===== src/source/msx_pkg.sv =====
`default_nettype none

package msx_pkg;

    // Widths of the CPU side of the bus
    localparam int ADDR_BITS = 16;
    localparam int DATA_BITS = 8;

    // A 16 KB page is addressed by the low 14 bits of the CPU address
    localparam int PAGE_BITS = 14;

    // 16 installed segments of 16 KB make up the 256 KB mapped RAM
    localparam int SEGMENT_BITS   = 4;
    localparam int PHYS_ADDR_BITS = SEGMENT_BITS + PAGE_BITS;
    localparam int RAM_BYTES      = 1 << PHYS_ADDR_BITS;

    localparam int NUM_LATCH_DEVICES = 3;

    typedef logic [ADDR_BITS-1:0]      addr_t;
    typedef logic [DATA_BITS-1:0]      data_t;
    typedef logic [DATA_BITS-1:0]      seg_t;
    typedef logic [PHYS_ADDR_BITS-1:0] phys_addr_t;

    // Page number of the CPU address, which is also the device reference
    typedef logic [ADDR_BITS-PAGE_BITS-1:0] dev_ref_t;

    // Segment seen by a page that no device serves
    localparam seg_t UNMAPPED_SEGMENT = 8'hFF;

    // The latches are write-only, so any I/O read floats high
    localparam data_t IO_READ_DATA = 8'hFF;

    // One entry of the I/O port decode table
    typedef struct packed {
        logic [7:0] port;
        logic [7:0] mask;
        logic       enable;
        dev_ref_t   device_ref;
    } io_device_t;

    // Ports FD, FE and FF serve pages 1, 2 and 3
    localparam io_device_t IO_DEVICES [0:NUM_LATCH_DEVICES-1] = '{
        '{port: 8'hFD, mask: 8'hFF, enable: 1'b1, device_ref: 2'd1},
        '{port: 8'hFE, mask: 8'hFF, enable: 1'b1, device_ref: 2'd2},
        '{port: 8'hFF, mask: 8'hFF, enable: 1'b1, device_ref: 2'd3}
    };

endpackage

`default_nettype wire


===== src/source/cpu_bus_if.sv =====
`timescale 1ns/1ps
`default_nettype none

interface cpu_bus_if
    import msx_pkg::*;
(
    input logic clk,
    input logic reset
);

    // Transfer strobe, high for exactly one cycle per transaction
    logic     req;
    addr_t    addr;
    data_t    data_w;
    data_t    data_r;
    logic     wr;
    logic     iorq;
    // Marks an interrupt acknowledge when it comes with iorq
    logic     m1;

    // Page select from the mapper and the segment the latch device returns for it
    dev_ref_t device_ref;
    seg_t     segment;

    // The arbiter owns the cycle and reads the registered data back
    modport master_mp (
        input  clk, reset, data_r,
        output req, addr, data_w, wr, iorq, m1
    );

    // The latch device decodes I/O writes and answers the page lookup
    modport device_mp (
        input  clk, reset, req, addr, data_w, wr, iorq, m1, device_ref,
        output segment
    );

    // The mapper asks for the segment of the current page and drives read data
    modport mapper_mp (
        input  clk, reset, req, addr, data_w, wr, iorq, segment,
        output device_ref, data_r
    );

endinterface

`default_nettype wire


===== src/source/dev_latch_port.sv =====
`timescale 1ns/1ps
`default_nettype none

module dev_latch_port
    import msx_pkg::*;
(
    cpu_bus_if.device_mp bus
);

    seg_t latch_value [0:NUM_LATCH_DEVICES-1];

    // Only a plain I/O cycle can reach a latch, never an interrupt acknowledge
    logic io_write;

    assign io_write = bus.req && bus.iorq && !bus.m1 && bus.wr;

    // Segment for the page the mapper is looking at
    always_comb begin
        bus.segment = UNMAPPED_SEGMENT;
        for (int i = 0; i < NUM_LATCH_DEVICES; i++) begin
            if (IO_DEVICES[i].enable && IO_DEVICES[i].device_ref == bus.device_ref) begin
                bus.segment = latch_value[i];
            end
        end
    end

    for (genvar i = 0; i < NUM_LATCH_DEVICES; i++) begin : gen_latch
        logic hit;

        // Masked low address byte against the table entry
        assign hit = IO_DEVICES[i].enable &&
                     ((bus.addr[7:0] & IO_DEVICES[i].mask) == IO_DEVICES[i].port);

        latch_port u_latch (
            .clk     (bus.clk),
            .reset   (bus.reset),
            .data    (bus.data_w),
            .wr      (io_write && hit),
            .segment (latch_value[i])
        );
    end

endmodule

module latch_port
    import msx_pkg::*;
(
    input  logic  clk,
    input  logic  reset,
    input  data_t data,
    input  logic  wr,
    output seg_t  segment
);

    // Every latch selects segment 0 out of reset
    always_ff @(posedge clk or posedge reset) begin
        if (reset) begin
            segment <= '0;
        end else if (wr) begin
            segment <= data;
        end
    end

endmodule

`default_nettype wire


===== src/flat_wrapper.sv =====
// flat-port wrapper written by rule: the top's interface ports become plain ports
module dev_latch_port_flat import msx_pkg::*;
  (clk, reset, bus_req, bus_addr, bus_data_w, bus_wr, bus_iorq, bus_m1, bus_device_ref, bus_segment);
  cpu_bus_if bus_i (.clk(clk), .reset(reset));
  input wire logic clk;
  input wire logic reset;
  input wire logic [$bits(bus_i.req)-1:0] bus_req;
  input wire logic [$bits(bus_i.addr)-1:0] bus_addr;
  input wire logic [$bits(bus_i.data_w)-1:0] bus_data_w;
  input wire logic [$bits(bus_i.wr)-1:0] bus_wr;
  input wire logic [$bits(bus_i.iorq)-1:0] bus_iorq;
  input wire logic [$bits(bus_i.m1)-1:0] bus_m1;
  input wire logic [$bits(bus_i.device_ref)-1:0] bus_device_ref;
  output wire logic [$bits(bus_i.segment)-1:0] bus_segment;
  assign bus_i.req = bus_req;
  assign bus_i.addr = bus_addr;
  assign bus_i.data_w = bus_data_w;
  assign bus_i.wr = bus_wr;
  assign bus_i.iorq = bus_iorq;
  assign bus_i.m1 = bus_m1;
  assign bus_i.device_ref = bus_device_ref;
  assign bus_segment = bus_i.segment;
  dev_latch_port u_core (.bus(bus_i));
endmodule

===== config.mk =====
export PLATFORM = sky130hd
export DESIGN_NAME = dev_latch_port_flat
export DESIGN_NICKNAME = d
export VERILOG_FILES = /design/src/source/msx_pkg.sv /design/src/source/cpu_bus_if.sv /design/src/source/dev_latch_port.sv /design/src/flat_wrapper.sv
export SDC_FILE = /design/constraint.sdc
export NUM_CORES = 1
export LEC_CHECK = 0
export BUFFER_PORTS_ARGS = -buffer_cell sky130_fd_sc_hd__clkbuf_2
export CAP_MARGIN = 20
export CORE_MARGIN = 4
export CORE_UTILIZATION = 52
export DETAILED_ROUTE_END_ITERATION = 8
export PLACE_DENSITY = 0.91
export SLEW_MARGIN = 20
export SYNTH_ARGS = -nofsm -noshare
export SYNTH_HDL_FRONTEND = slang
export SYNTH_SLANG_ARGS = --single-unit

===== constraint.sdc =====
create_clock -name clk -period 1.5 [get_ports clk]
set_input_delay 0.15 -clock clk [delete_from_list [all_inputs] [get_ports clk]]
set_output_delay 0.15 -clock clk [all_outputs]
set_load 0.02 [all_outputs]

==> results.txt <==
----------------------------------------------------
[Synthesis]
  Area of the mapped netlist ... 0.001172 sq mm
  Seq cells post-synth ... 24
  Yosys warnings ... 0
  Avg Synthesized Cell Area ... 13.63 sq um
  Register area share after synthesis ... 51.23%
  Gate Count Post-Synth ... 86
  Ys async rst share ... 100.0%
  Number of enable flip-flop cells after synthesis ... 0
  Top cells by instance count after synthesis ... 24 x dfrtp_1, 24 x mux2_2, 8 x a21oi_1, 8 x mux2i_1, 8 x nor2_1
  Cells taking the most area after synthesis ... dfrtp_1 51%, mux2_2 23%, mux2i_1 6.8%, nor4_4 5.4%, a21oi_1 3.4%
  Most used flip-flop cell after synthesis ... dfrtp_1
  Fraction of synthesized cell area taken by the top area cell type ... 51.23%
  Area leader, netlist ... dfrtp_1
  Nets in the synthesized netlist ... 118
  Number of distinct library cells after synthesis ... 13

[Critical path]
  Type of the setup path with the least slack ... flip-flop to output port
  Number of cells traversed by the worst register-to-register path ... 1
  Critical Path Sink Type ... output port
  CP startpoint ... u_core.gen_latch[1].u_latch.segment[4]
  Critical Path RT ... 1.35 ns
  Endpoint of the worst setup timing path ... bus_segment[4]
  Worst EP arrival ... 1.15 ns
  Kind of start point of the critical path ... flip-flop
  Max FO, Critical Path ... 2
  Worst r2r dst ... u_core.gen_latch[2].u_latch.segment[3]
  Source of the worst register-to-register timing path ... u_core.gen_latch[2].u_latch.segment[3]
  R2R Setup Slk ... 0.70 ns

[Clock tree]
  Number of buffers created by CTS ... 3
  TritonCTS clock tree ... done
  Insertion delay of the later-clocked pin in the worst-skew pair ... 0.31 ns
  Number of H-tree levels ... 1
  Maximum root-to-sink buffer count ... 2
  Clock tree root driver cell ... clkbuf_4
  Setup repair bufs after CTS ... 0
  Sinks on Clock Net ... 24
  Worst-path clk slew ... 0.13 ns

[Layout]
  Layout overhead on the synthesized area ... 24.23%
  NumNets Final ... 160
  Ant diodes ... 0
  Fraction of layout cells with a size suffix above 1 ... 56.69%
  Flip-flop count of the largest register, all copies and words added ... 24
  Number of filler instances in the final layout ... 159
  Largest regs ... u_core.gen_latch.u_latch.segment x24
  Largest reg by FF count ... u_core.gen_latch.u_latch.segment
  Final design utilization ... 71.32%

[Floorplan]
  Overall die area ... 0.003078 sq mm
  Die width ... 55.48 um
  Height of the die ... 55.48 um
  IO Count ... 40
  Area of the core ... 0.002042 sq mm
  Floorplan row count ... 16
  Effective utilization at floorplan ... 57.41%

[GRT]
  First-pass GRT wire length ... 4340 um
  Number of antenna violations at the first check in global routing ... 0
  Overall track demand over capacity in global routing ... 17.62%
  Number of global-route vias before repair ... 926
  Pin count of the biggest net entering global routing ... 25
  GRT overflow ... 0

[Power and ir drop]
  Leakage power ... 0.8017 nW
  Cell area power density ... 778.8 mW/mm^2
  IR Drop Worst-Case VDD ... 0.8426 mV
  Overall Power ... 1.134 mW

[Timing]
  Worst Skew ... 0 ns
  Number of endpoints with negative hold slack in the final report ... 0
  Final critical-path setup slack ... 0.1987 ns
  Max Freq ... 768.5 MHz
  Fin crit share ... 86.75%
  Worst-Margin Slew ... 0.3438 ns
  Shortest clock period the worst path allows after layout ... 1.301 ns
  Number of pins exceeding their max-slew limit in the final report ... 0
  Unrepaired setup endpoints after global routing ... no
  Setup-failing EPs final ... 0
  Max-slew headroom at the worst pin ... 77.08%
  Fin Setup TNS ... 0 ns

[Hold path]
  Worst Hold Class ... input pin to flip-flop

[Route]
  Wire per inst ... 15.86 um
  Antenna viol nets, final ... 0
  DRC ... 0
  Total number of vias ... 823
  Number of vias per cell ... 5.344
  Iteration count of the initial detailed-routing pass ... 2
  Number of DRC violations after detailed-routing iteration 0 ... 14
  Detailed Route WL ... 2442 um

[Place]
  Buffers added on ports ... 31
  Dpl ws ... 0.06671 ns
  DPL Wire Length ... 1890 um
  Gpl congestion ... 0.7321

[Run status]
  Result of the run ... completed

[Run]
  Number of maximum-capacitance violations ... 0

----------------------------------------------------
-- critical path, stage by stage, from the launching register on --
cell	delay, ns
dfrtp_1	0.42
mux2i_1	0.17
a21oi_1	0.10
clkbuf_2	0.16
-- routing by layer --
| layer | vias to the layer above | routed length, um | global-route usage, % |
|---|---|---|---|
| li1 | 392 | - | - |
| met1 | 404 | 1004 | 20.65 |
| met2 | 25 | 1289 | 32.60 |
| met3 | 2 | 123 | 2.797 |
| met4 | 0 | 25 | 5.208 |
| met5 | - | 0 | 0 |
-- repair_timing --
item	CTS	global route
resized for setup	0	0
hold endpoints to repair	24	0
hold buffers	1	0
-- through the flow --
step / instance area [sq um] / hold WS (ns) / std cells
finish: 1456 / 0.08847 / 154
global route: 1456 / 0.08541 / 154
CTS: 1456 / 0.08570 / 154
detailed placement: 1410 / 0.1908 / 149
global placement: 1410 / 0.1812 / 149
floorplan: 1172 / 0.1646 / 86
-- area by class of cell --
class	count	area (sq um)	area share (%)
inverters	1	3.754	0.2577
repair buffers	40	225.2	15.46
flip-flops and latches	24	600.6	41.24
multi-input cells	58	556.8	38.23
clock buffers	4	36.28	2.491
well taps	27	33.78	2.320
-- kinds of logic (layout without fill, tap and decap cells) --
group,after synthesis,after routing,synth area share [%]
flops,24,24,51.23
compound gates,8,8,3.415
simple gates,18,18,14.19
mux,32,32,29.88
buf+inv,4,45,1.280
-- placed cells by master (no fill, tap or decap), drive strengths merged --
cell and instances:
clkbuf 35, dfrtp 24, mux2i 8, nand4 1, or2b 1, nand4b 1, mux2 24, buf 8
nor4 3, nor2 8, a21oi 8, nand2 2, inv 1, nand2b 2, dlygate4sd3 1
-- power breakdown --
| part | total [mW] | internal [mW] | switching (mW) |
|---|---|---|---|
| logic | 0.146 | 0.0584 | 0.0880 |
| clock network | 0.333 | 0.148 | 0.185 |
| registers | 0.655 | 0.652 | 0.00279 |
| total | 1.13 | 0.859 | 0.275 |
-- worst min-delay path by stage --
stage / start / end / slack [ns] / cells past startpoint
floorplan: reset / u_core.gen_latch[0].u_latch.segment[0] / 0.16 / 1
global placement: reset / u_core.gen_latch[1].u_latch.segment[2] / 0.18 / 3
detailed placement: reset / u_core.gen_latch[1].u_latch.segment[2] / 0.19 / 3
CTS: bus_data_w[1] / u_core.gen_latch[2].u_latch.segment[1] / 0.09 / 2
global route: bus_data_w[0] / u_core.gen_latch[1].u_latch.segment[0] / 0.09 / 2
finish: bus_data_w[2] / u_core.gen_latch[0].u_latch.segment[2] / 0.09 / 2
Note: power is estimated with default switching activity, not from simulation.
