### config.mk
export PLATFORM = sky130hd
export DESIGN_NAME = bus_arbiter_flat
export DESIGN_NICKNAME = d
export VERILOG_FILES = /design/src/source/msx_pkg.sv /design/src/source/cpu_bus_if.sv /design/src/source/bus_arbiter.sv /design/src/flat_wrapper.sv
export SDC_FILE = /design/constraint.sdc
export NUM_CORES = 1
export LEC_CHECK = 0
export ABC_CLOCK_PERIOD_IN_PS = 4200
export BUFFER_PORTS_ARGS = -buffer_cell sky130_fd_sc_hd__buf_2
export CORE_ASPECT_RATIO = 0.75
export CORE_MARGIN = 2
export CORE_UTILIZATION = 48
export CTS_CLUSTER_DIAMETER = 100
export DETAILED_ROUTE_END_ITERATION = 8
export PLACE_DENSITY_LB_ADDON = 0.1
export SLEW_MARGIN = 25
export SYNTH_ARGS = -nofsm -noshare
export SYNTH_HDL_FRONTEND = slang
export SYNTH_SLANG_ARGS = --single-unit
### constraint.sdc
create_clock -name clk -period 4.2 [get_ports clk]
set_input_delay 1.05 -clock clk [delete_from_list [all_inputs] [get_ports clk]]
set_output_delay 1.05 -clock clk [all_outputs]
set_load 0.02 [all_outputs]
### src/source/msx_pkg.sv
`default_nettype none

package msx_pkg;

    // Widths of the CPU side of the bus
    localparam int ADDR_BITS = 16;
    localparam int DATA_BITS = 8;

    // A 16 KB page is addressed by the low 14 bits of the CPU address
    localparam int PAGE_BITS = 14;

    // 16 installed segments of 16 KB make up the 256 KB mapped RAM
    localparam int SEGMENT_BITS   = 4;
    localparam int PHYS_ADDR_BITS = SEGMENT_BITS + PAGE_BITS;
    localparam int RAM_BYTES      = 1 << PHYS_ADDR_BITS;

    localparam int NUM_LATCH_DEVICES = 3;

    typedef logic [ADDR_BITS-1:0]      addr_t;
    typedef logic [DATA_BITS-1:0]      data_t;
    typedef logic [DATA_BITS-1:0]      seg_t;
    typedef logic [PHYS_ADDR_BITS-1:0] phys_addr_t;

    // Page number of the CPU address, which is also the device reference
    typedef logic [ADDR_BITS-PAGE_BITS-1:0] dev_ref_t;

    // Segment seen by a page that no device serves
    localparam seg_t UNMAPPED_SEGMENT = 8'hFF;

    // The latches are write-only, so any I/O read floats high
    localparam data_t IO_READ_DATA = 8'hFF;

    // One entry of the I/O port decode table
    typedef struct packed {
        logic [7:0] port;
        logic [7:0] mask;
        logic       enable;
        dev_ref_t   device_ref;
    } io_device_t;

    // Ports FD, FE and FF serve pages 1, 2 and 3
    localparam io_device_t IO_DEVICES [0:NUM_LATCH_DEVICES-1] = '{
        '{port: 8'hFD, mask: 8'hFF, enable: 1'b1, device_ref: 2'd1},
        '{port: 8'hFE, mask: 8'hFF, enable: 1'b1, device_ref: 2'd2},
        '{port: 8'hFF, mask: 8'hFF, enable: 1'b1, device_ref: 2'd3}
    };

endpackage

`default_nettype wire

### src/source/cpu_bus_if.sv
`timescale 1ns/1ps
`default_nettype none

interface cpu_bus_if
    import msx_pkg::*;
(
    input logic clk,
    input logic reset
);

    // Transfer strobe, high for exactly one cycle per transaction
    logic     req;
    addr_t    addr;
    data_t    data_w;
    data_t    data_r;
    logic     wr;
    logic     iorq;
    // Marks an interrupt acknowledge when it comes with iorq
    logic     m1;

    // Page select from the mapper and the segment the latch device returns for it
    dev_ref_t device_ref;
    seg_t     segment;

    // The arbiter owns the cycle and reads the registered data back
    modport master_mp (
        input  clk, reset, data_r,
        output req, addr, data_w, wr, iorq, m1
    );

    // The latch device decodes I/O writes and answers the page lookup
    modport device_mp (
        input  clk, reset, req, addr, data_w, wr, iorq, m1, device_ref,
        output segment
    );

    // The mapper asks for the segment of the current page and drives read data
    modport mapper_mp (
        input  clk, reset, req, addr, data_w, wr, iorq, segment,
        output device_ref, data_r
    );

endinterface

`default_nettype wire

### src/source/bus_arbiter.sv
`timescale 1ns/1ps
`default_nettype none

module bus_arbiter
    import msx_pkg::*;
(
    input  logic  clk,
    input  logic  reset,

    input  logic  cpu_req,
    output logic  cpu_ack,
    input  addr_t cpu_addr,
    input  data_t cpu_wdata,
    output data_t cpu_rdata,
    input  logic  cpu_wr,
    input  logic  cpu_iorq,
    input  logic  cpu_m1,

    input  logic  dma_req,
    output logic  dma_ack,
    input  addr_t dma_addr,
    input  data_t dma_wdata,
    output data_t dma_rdata,
    input  logic  dma_wr,
    input  logic  dma_iorq,
    input  logic  dma_m1,

    cpu_bus_if.master_mp bus
);

    typedef enum logic [1:0] {
        IDLE,
        STROBE,
        CAPTURE,
        ACK
    } arb_state_t;

    arb_state_t state;

    // Set when the DMA port was granted most recently, and holds the grant
    // for the whole transaction
    logic last_served;

    // Grant decision taken while idle
    logic pick_dma;
    logic any_req;
    logic granted_req;

    // On contention the master that was not served last wins
    assign any_req  = cpu_req || dma_req;
    assign pick_dma = dma_req && (!cpu_req || !last_served);

    // Request line of the master that owns the current transaction
    assign granted_req = last_served ? dma_req : cpu_req;

    always_ff @(posedge clk or posedge reset) begin
        if (reset) begin
            state       <= IDLE;
            last_served <= 1'b1;
            bus.req     <= 1'b0;
            bus.wr      <= 1'b0;
            bus.iorq    <= 1'b0;
            bus.m1      <= 1'b0;
            cpu_ack     <= 1'b0;
            dma_ack     <= 1'b0;
        end else begin
            case (state)
                IDLE: begin
                    if (any_req) begin
                        // Put the winner's cycle on the bus for one cycle
                        last_served <= pick_dma;
                        bus.req     <= 1'b1;
                        bus.wr      <= pick_dma ? dma_wr   : cpu_wr;
                        bus.iorq    <= pick_dma ? dma_iorq : cpu_iorq;
                        bus.m1      <= pick_dma ? dma_m1   : cpu_m1;
                        state       <= STROBE;
                    end
                end
                STROBE: begin
                    // Mapper and latches act on this edge
                    bus.req <= 1'b0;
                    state   <= CAPTURE;
                end
                CAPTURE: begin
                    if (last_served) begin
                        dma_ack <= 1'b1;
                    end else begin
                        cpu_ack <= 1'b1;
                    end
                    state <= ACK;
                end
                ACK: begin
                    // Hold ack until the master lets go of its request
                    if (!granted_req) begin
                        cpu_ack <= 1'b0;
                        dma_ack <= 1'b0;
                        state   <= IDLE;
                    end
                end
                default: begin
                    state <= IDLE;
                end
            endcase
        end
    end

    // The winner's address and write data go onto the bus together with the strobe
    always_ff @(posedge clk) begin
        if (state == IDLE && any_req) begin
            bus.addr   <= pick_dma ? dma_addr  : cpu_addr;
            bus.data_w <= pick_dma ? dma_wdata : cpu_wdata;
        end
    end

    // Read data is handed to the granted master together with its ack
    always_ff @(posedge clk) begin
        if (state == CAPTURE) begin
            if (last_served) begin
                dma_rdata <= bus.data_r;
            end else begin
                cpu_rdata <= bus.data_r;
            end
        end
    end

endmodule

`default_nettype wire

### src/flat_wrapper.sv
// flat-port wrapper written by rule: the top's interface ports become plain ports
module bus_arbiter_flat import msx_pkg::*;
  (clk, reset, cpu_req, cpu_ack, cpu_addr, cpu_wdata, cpu_rdata, cpu_wr, cpu_iorq, cpu_m1, dma_req, dma_ack, dma_addr, dma_wdata, dma_rdata, dma_wr, dma_iorq, dma_m1, bus_data_r, bus_req, bus_addr, bus_data_w, bus_wr, bus_iorq, bus_m1);
  cpu_bus_if bus_i (.clk(clk), .reset(reset));
  input  logic clk;
  input  logic reset;
  input  logic cpu_req;
  output logic cpu_ack;
  input  addr_t cpu_addr;
  input  data_t cpu_wdata;
  output data_t cpu_rdata;
  input  logic cpu_wr;
  input  logic cpu_iorq;
  input  logic cpu_m1;
  input  logic dma_req;
  output logic dma_ack;
  input  addr_t dma_addr;
  input  data_t dma_wdata;
  output data_t dma_rdata;
  input  logic dma_wr;
  input  logic dma_iorq;
  input  logic dma_m1;
  input wire logic [$bits(bus_i.data_r)-1:0] bus_data_r;
  output wire logic [$bits(bus_i.req)-1:0] bus_req;
  output wire logic [$bits(bus_i.addr)-1:0] bus_addr;
  output wire logic [$bits(bus_i.data_w)-1:0] bus_data_w;
  output wire logic [$bits(bus_i.wr)-1:0] bus_wr;
  output wire logic [$bits(bus_i.iorq)-1:0] bus_iorq;
  output wire logic [$bits(bus_i.m1)-1:0] bus_m1;
  assign bus_i.data_r = bus_data_r;
  assign bus_req = bus_i.req;
  assign bus_addr = bus_i.addr;
  assign bus_data_w = bus_i.data_w;
  assign bus_wr = bus_i.wr;
  assign bus_iorq = bus_i.iorq;
  assign bus_m1 = bus_i.m1;
  bus_arbiter u_core (.clk(clk), .reset(reset), .cpu_req(cpu_req), .cpu_ack(cpu_ack), .cpu_addr(cpu_addr), .cpu_wdata(cpu_wdata), .cpu_rdata(cpu_rdata), .cpu_wr(cpu_wr), .cpu_iorq(cpu_iorq), .cpu_m1(cpu_m1), .dma_req(dma_req), .dma_ack(dma_ack), .dma_addr(dma_addr), .dma_wdata(dma_wdata), .dma_rdata(dma_rdata), .dma_wr(dma_wr), .dma_iorq(dma_iorq), .dma_m1(dma_m1), .bus(bus_i));
endmodule
==> results of run 1 <==
[flip-flops by register name (all words and copies together) (netlist names)]
register            count
u_core.bus.data_w       8
u_core.state            2
u_core.dma_rdata        8
u_core.bus.m1           1
u_core.bus.addr        16
u_core.cpu_rdata        8
u_core.dma_ack          1
u_core.last_served      1
u_core.bus.wr           1
u_core.bus.iorq         1
u_core.cpu_ack          1
u_core.bus.req          1
[layer usage]
metal	wire (um)	global-route usage, %	up-vias	part of all wire [%]
li1	-	-	679	-
met5	0	0	-	0
met2	2080	28.5	66	52
met3	350	4.61	7	8.7
met4	43	6.54	0	1.1
met1	1560	19.3	651	39
[layout by cell type, fill, tap and decap left out, types with 2 or more instances in the layout]
| master | count |
|---|---|
| buf_2 | 111 |
| edfxtp_1 | 40 |
| mux2_2 | 24 |
| dfrtp_1 | 8 |
| inv_1 | 6 |
| ha_1 | 6 |
| clkbuf_8 | 5 |
| mux2i_1 | 4 |
| o21ai_0 | 4 |
| nor2_1 | 3 |
| nand2_1 | 3 |
| a21boi_0 | 2 |
| mux2_4 | 2 |
| a21oi_1 | 2 |
[Yosys cell counts, types with 2 or more instances]
cell	number	share of area [%]
o21ai_0	4	0.97
mux2_4	2	1.5
buf_4	2	0.73
edfxtp_1	40	58
buf_6	2	1.1
dfrtp_1	8	9.7
nand2_1	3	0.54
nor2_1	3	0.54
ha_1	6	3.6
a21boi_0	2	0.73
mux2i_1	4	1.9
inv_1	6	1.1
mux2_2	24	13
a21oi_1	2	0.48
[stage by stage]
stage	total power, mW	cell area [um2]	utilization, %	setup slack [ns]	std cells
floorplan	1.20	2070	-	2.09	120
global placement	1.36	2660	64.9	1.70	283
detailed placement	1.39	2660	64.9	1.66	283
CTS	1.66	2760	67.2	1.97	291
global route	1.74	2760	67.2	1.78	291
finish	1.64	2760	67.2	1.98	291
[area by class of cell]
type / count / area share, %
multi-input cells: 61 / 21.1
flip-flops and latches: 49 / 51.8
repair buffers: 112 / 20.4
well taps: 55 / 2.50
clock buffers: 5 / 2.50
clock inverters: 3 / 0.908
inverters: 6 / 0.817
[power groups by stage]
stage	Sequential, mW	Combinational [mW]	Clock [mW]
after floorplan	0.916	0.280	0
after global placement	0.771	0.586	0
after detailed placement	0.781	0.604	0
after CTS	0.772	0.607	0.286
after global routing	0.788	0.651	0.306
final	0.771	0.598	0.276
[worst max-delay path by stage]
stage,end,slack [ns],start
after global placement,u_core.bus.addr[1],1.70,cpu_req
after CTS,u_core.bus.data_w[1],1.97,cpu_req
after global routing,u_core.bus.addr[7],1.78,u_core.state[0]
after detailed placement,u_core.bus.addr[7],1.66,cpu_req
final,u_core.bus.addr[7],1.98,cpu_req
after floorplan,u_core.bus.addr[0],2.09,dma_req
[worst max-delay path, delay by kind of cell]
family / cells / cell delay, ns
buffers and inverters: 2 / 0.67
AOI/OAI and AO/OA: 1 / 0.39
[cells by family (layout without fill, tap and decap cells)]
group           count (synthesis)  after routing  synth area share (%)
buf+inv                        10            126                  2.90
compound gates                 15             15                  5.57
simple gates                   10             10                  2.42
flops                          49             49                  69.0
fa+ha+maj                       6              6                  3.63
mux                            30             30                  16.5
==> impl_metrics.tcl, run 1 <==
set metrics [dict create \
    status "finished clean" \
    p_leak_nw 1.25 \
    power.internal_mw 1.06 \
    crit_path_max_fanout 24 \
    synth_area_um2 2070 \
    diodes 0 \
    slew-limit-headroom_pct 39.8 \
    min-delay-start "u_core.bus.m1" \
    cts_tree "built" \
    end_kind "register" \
    clock_latency_ns 0.30 \
    postSynthAreaPerCell_um2 17.2 \
    worst_pin_slew_ns 0.901 \
    seqPwrFrac_pct 46.9 \
    synthFlopType "edfxtp_1" \
    whs_path_depth 2 \
    rsz0062_at_grt "no" \
    die_area_um2 4860 \
    yosys_warnings 0 \
    die_x_um 79.8 \
    whs_ns 0.498 \
    numCtsBuffers 5 \
    p_sw_mw 0.588 \
    path_cells "buf_2 -> o21ai_1 -> inv_1" \
    seq_area_frac_synth_pct 69.0 \
    crit_required_ns 4.10 \
    synth_nets 192 \
    core-area_um2 4100 \
    hp-class "register to register" \
    chipHeight_um 60.8 \
    hpwl_mm 3.13 \
    cts_resized 0 \
    drive_gt1_share_pct 63.6 \
    seqCellArea_um2 1430 \
    io_pins 112 \
    drv_slew 0 \
    reg2reg_to "u_core.bus.addr[7]" \
    netlist_instances 120 \
    finalWeightedCongestion 0.793 \
    clock_sinks 49 \
    hold_viol_final 0 \
    avgViaCountPerCell 4.82 \
    drtAntennaViolNets 0 \
    routed-via-count 1403 \
    worstSetupStartpointType "input port" \
    drc 0 \
    detail_route.wl_per_cell_um 13.9 \
    post_cts_buffers 0 \
    hold_end "u_core.bus.m1" \
    first_iter_violations 49 \
    holdBufCountCts 0 \
    synth-seq-cells 49 \
    routed_wl_mm 4.03 \
    r2r_slack_ns 2.00 \
    start_util_pct 50.4 \
    slowest_delay_ns 0.53 \
    grt_usage_pct 16.2 \
    max-vdd-ir-drop_mv 0.400 \
    grt_max_degree 28 \
    p_per_area_nw_per_um2 597 \
    grt_pass1_vias 1342 \
    setup_viol 0 \
    io_buffers 111 \
    finClkSkew_ns 0.00552 \
    area_growth_syn_to_layout_pct 33.3 \
    critPathKind "input port to register" \
    grt_pass1_wl_mm 5.82 \
    rows 20 \
    grt-ovfl-total 0 \
    cts.htree.levels 2 \
    r2r_cells 4 \
    ys_async_sr_fraction_pct 18.4 \
    slowest_stage "inv_1" \
    drt_pass1_iterations 3 \
    nets 307 \
    synth_edf_count 40 \
    clk_pin_slew_ns 0.09 \
    finalCritPeriodShare_pct 53.0 \
    r2r_start "u_core.state[0]" \
    max_freq_ghz 0.450 \
    multiInputGateArea_um2 581 \
    root_buffer "clkbuf_8" \
    pwr-share-clk_pct 16.8 \
    fillerInstances 311 \
    ys_types 26 \
    antenna_found_initial 0 \
    cts.path.max_buffers 2 \
    p_sw_share_pct 35.8 \
    cp.arrival_ns 2.12 \
    fin_crit_ns 2.22 \
    cap_violations 0 \
    tns_ns 0 \
    comb_power_share_pct 36.4 \
]
Note: power is estimated with default switching activity, not from simulation.
==> run 2, diff against run 1 <==
Settings changed: ABC_CLOCK_PERIOD_IN_PS 4200 to 2100, CORE_UTILIZATION 48 to 44.
Clock period 4.2 ns to 2.1 ns, I/O delays scaled along.
==> run 2 against run 1 <==
Effect of this change: cell count up 1.0%; critical path depth is 2 higher; via count is 0.71% lower; sequential share of layout area down 0.74 points; die area grew 8.6%; global-route usage shrank 0.47 points; critical path type is now register to register.
==> impl_metrics.tcl, run 2 (same netlist as run 1, synthesis figures left out) <==
set metrics [dict create \
    status "finished clean" \
    max_freq_ghz 0.546 \
    r2r_start "u_core.state[0]" \
    crit_path_max_fanout 24 \
    cts_resized 0 \
    hold_viol_final 0 \
    p_per_area_nw_per_um2 1220 \
    max-vdd-ir-drop_mv 0.718 \
    path_cells "inv_1 -> ha_1 -> o21ai_1 -> inv_1 -> buf_4" \
    clock_sinks 49 \
    mostFrequentLayoutCells "buf_2, edfxtp_1, mux2_2" \
    nets 308 \
    rsz0062_at_grt "no" \
    drv_slew 0 \
    hpwl_mm 3.15 \
    finClkSkew_ns 0.00550 \
    final_util_pct 62.2 \
    first_iter_violations 59 \
    end_kind "register" \
    dr_wl_met3_um 432 \
    tns_ns 0 \
    instances_no_fill 294 \
    worst_pin_slew_ns 0.465 \
    slowest_stage "dfrtp_1" \
    holdBufCountCts 0 \
    start_util_pct 46.0 \
    drt-met1-wl_mm 1.70 \
    largest-register "u_core.bus.addr" \
    clk_pin_slew_ns 0.09 \
    whs_ns 0.169 \
    routed-via-count 1393 \
    grt_usage_pct 15.7 \
    dp_cells 286 \
    drc 0 \
    detail_route.wl_per_cell_um 14.1 \
    area_growth_syn_to_layout_pct 35.2 \
    finalWeightedCongestion 0.736 \
    p_leak_nw 1.27 \
    root_buffer "clkbuf_8" \
    chipHeight_um 63.4 \
    antenna_found_initial 0 \
    crit_required_ns 2.08 \
    slew-limit-headroom_pct 68.8 \
    topRoutingLayerUsed "met4" \
    critPathKind "register to register" \
    rows 21 \
    cap_violations 0 \
    route.met2.wl_mm 1.97 \
    largest_reg_flops 16 \
    numCtsBuffers 5 \
    hp-class "input port to asynchronous set/reset pin" \
    drtAntennaViolNets 0 \
    drt_pass1_iterations 4 \
    post_cts_buffers 0 \
    avgViaCountPerCell 4.74 \
    grt_max_degree 28 \
    die_x_um 83.2 \
    cp.arrival_ns 1.81 \
    cts.htree.levels 2 \
    routed_wl_mm 4.13 \
    die_area_um2 5270 \
    core-area_um2 4490 \
    diodes 0 \
    cts_tree "built" \
    io_pins 112 \
    grt_pass1_wl_mm 6.39 \
    worstSetupStartpointType "register" \
    grt-ovfl-total 0 \
    worst_setup_path_startpoint "u_core.state[0]" \
    clock_latency_ns 0.30 \
    grt_pass1_vias 1351 \
    crit_path_frequent_cell "inv_1" \
    drive_gt1_share_pct 63.3 \
    final_common_cell "buf_2" \
    finalCritPeriodShare_pct 87.2 \
    cts.path.max_buffers 2 \
    io_buffers 111 \
    slowest_delay_ns 0.42 \
    setup_viol 0 \
    fin_crit_ns 1.83 \
]
==> run 2: changes by cell type in the layout (fill, tap and decap cells not counted), sizes merged <==
cell,before,now
clkinvlp,1,0
buf,112,113
bufinv,0,1
clkbuf,5,6
inv,7,6
==> run 2: metal layers <==
metal | track usage (%) | up-vias
met5 | 0 | -
met4 | 4.92 | 0
met3 | 6.82 | 5
met2 | 25.9 | 77
met1 | 18.8 | 630
li1 | - | 681
==> run 2: path summary, 6_finish.rpt <==
check	to	slack (ns)	depth (start not counted)
min in group clk	u_core.cpu_rdata[1]	0.41	1
max	u_core.bus.addr[9]	0.27	5
max reg2reg	u_core.bus.addr[9]	0.27	5
min reg2reg	u_core.bus.wr	0.50	2
min	u_core.state[0]	0.17	2
max in group asynchronous	u_core.last_served	1.63	2
==> run 2: through the flow <==
step           power (mW)  setup WS (ns)  area [um2]
3_3_place_gp         2.74          0.371        2690
3_5_place_dp         2.79          0.263        2690
2_1_floorplan        2.39          0.243        2070
5_1_grt              3.62          0.151        2800
6_report             3.42          0.269        2800
4_1_cts              3.46          0.248        2800
==> run 2: area by class of cell <==
cell class                 instances  area [um2]
timing repair buffer             113         583
fill                             364        1700
multi-input combinational         61         581
sequential                        49        1430
clock buffer                       6        72.6
tap                               57        71.3
inverter                           6        22.5
clock inverter                     2        38.8
==> run 2: critical path, delay by kind of cell (launching register included) <==
family                   cells  cell delay (ns)
buffers and inverters        3             0.56
flip-flops                   1             0.42
adder cells (fa/ha/maj)      1             0.30
AO/OA/AOI/OAI                1             0.23
==> run 2: power breakdown <==
part | switching (mW) | internal, mW
combinational | 0.749 | 0.477
sequential | 0.119 | 1.41
clock | 0.308 | 0.358
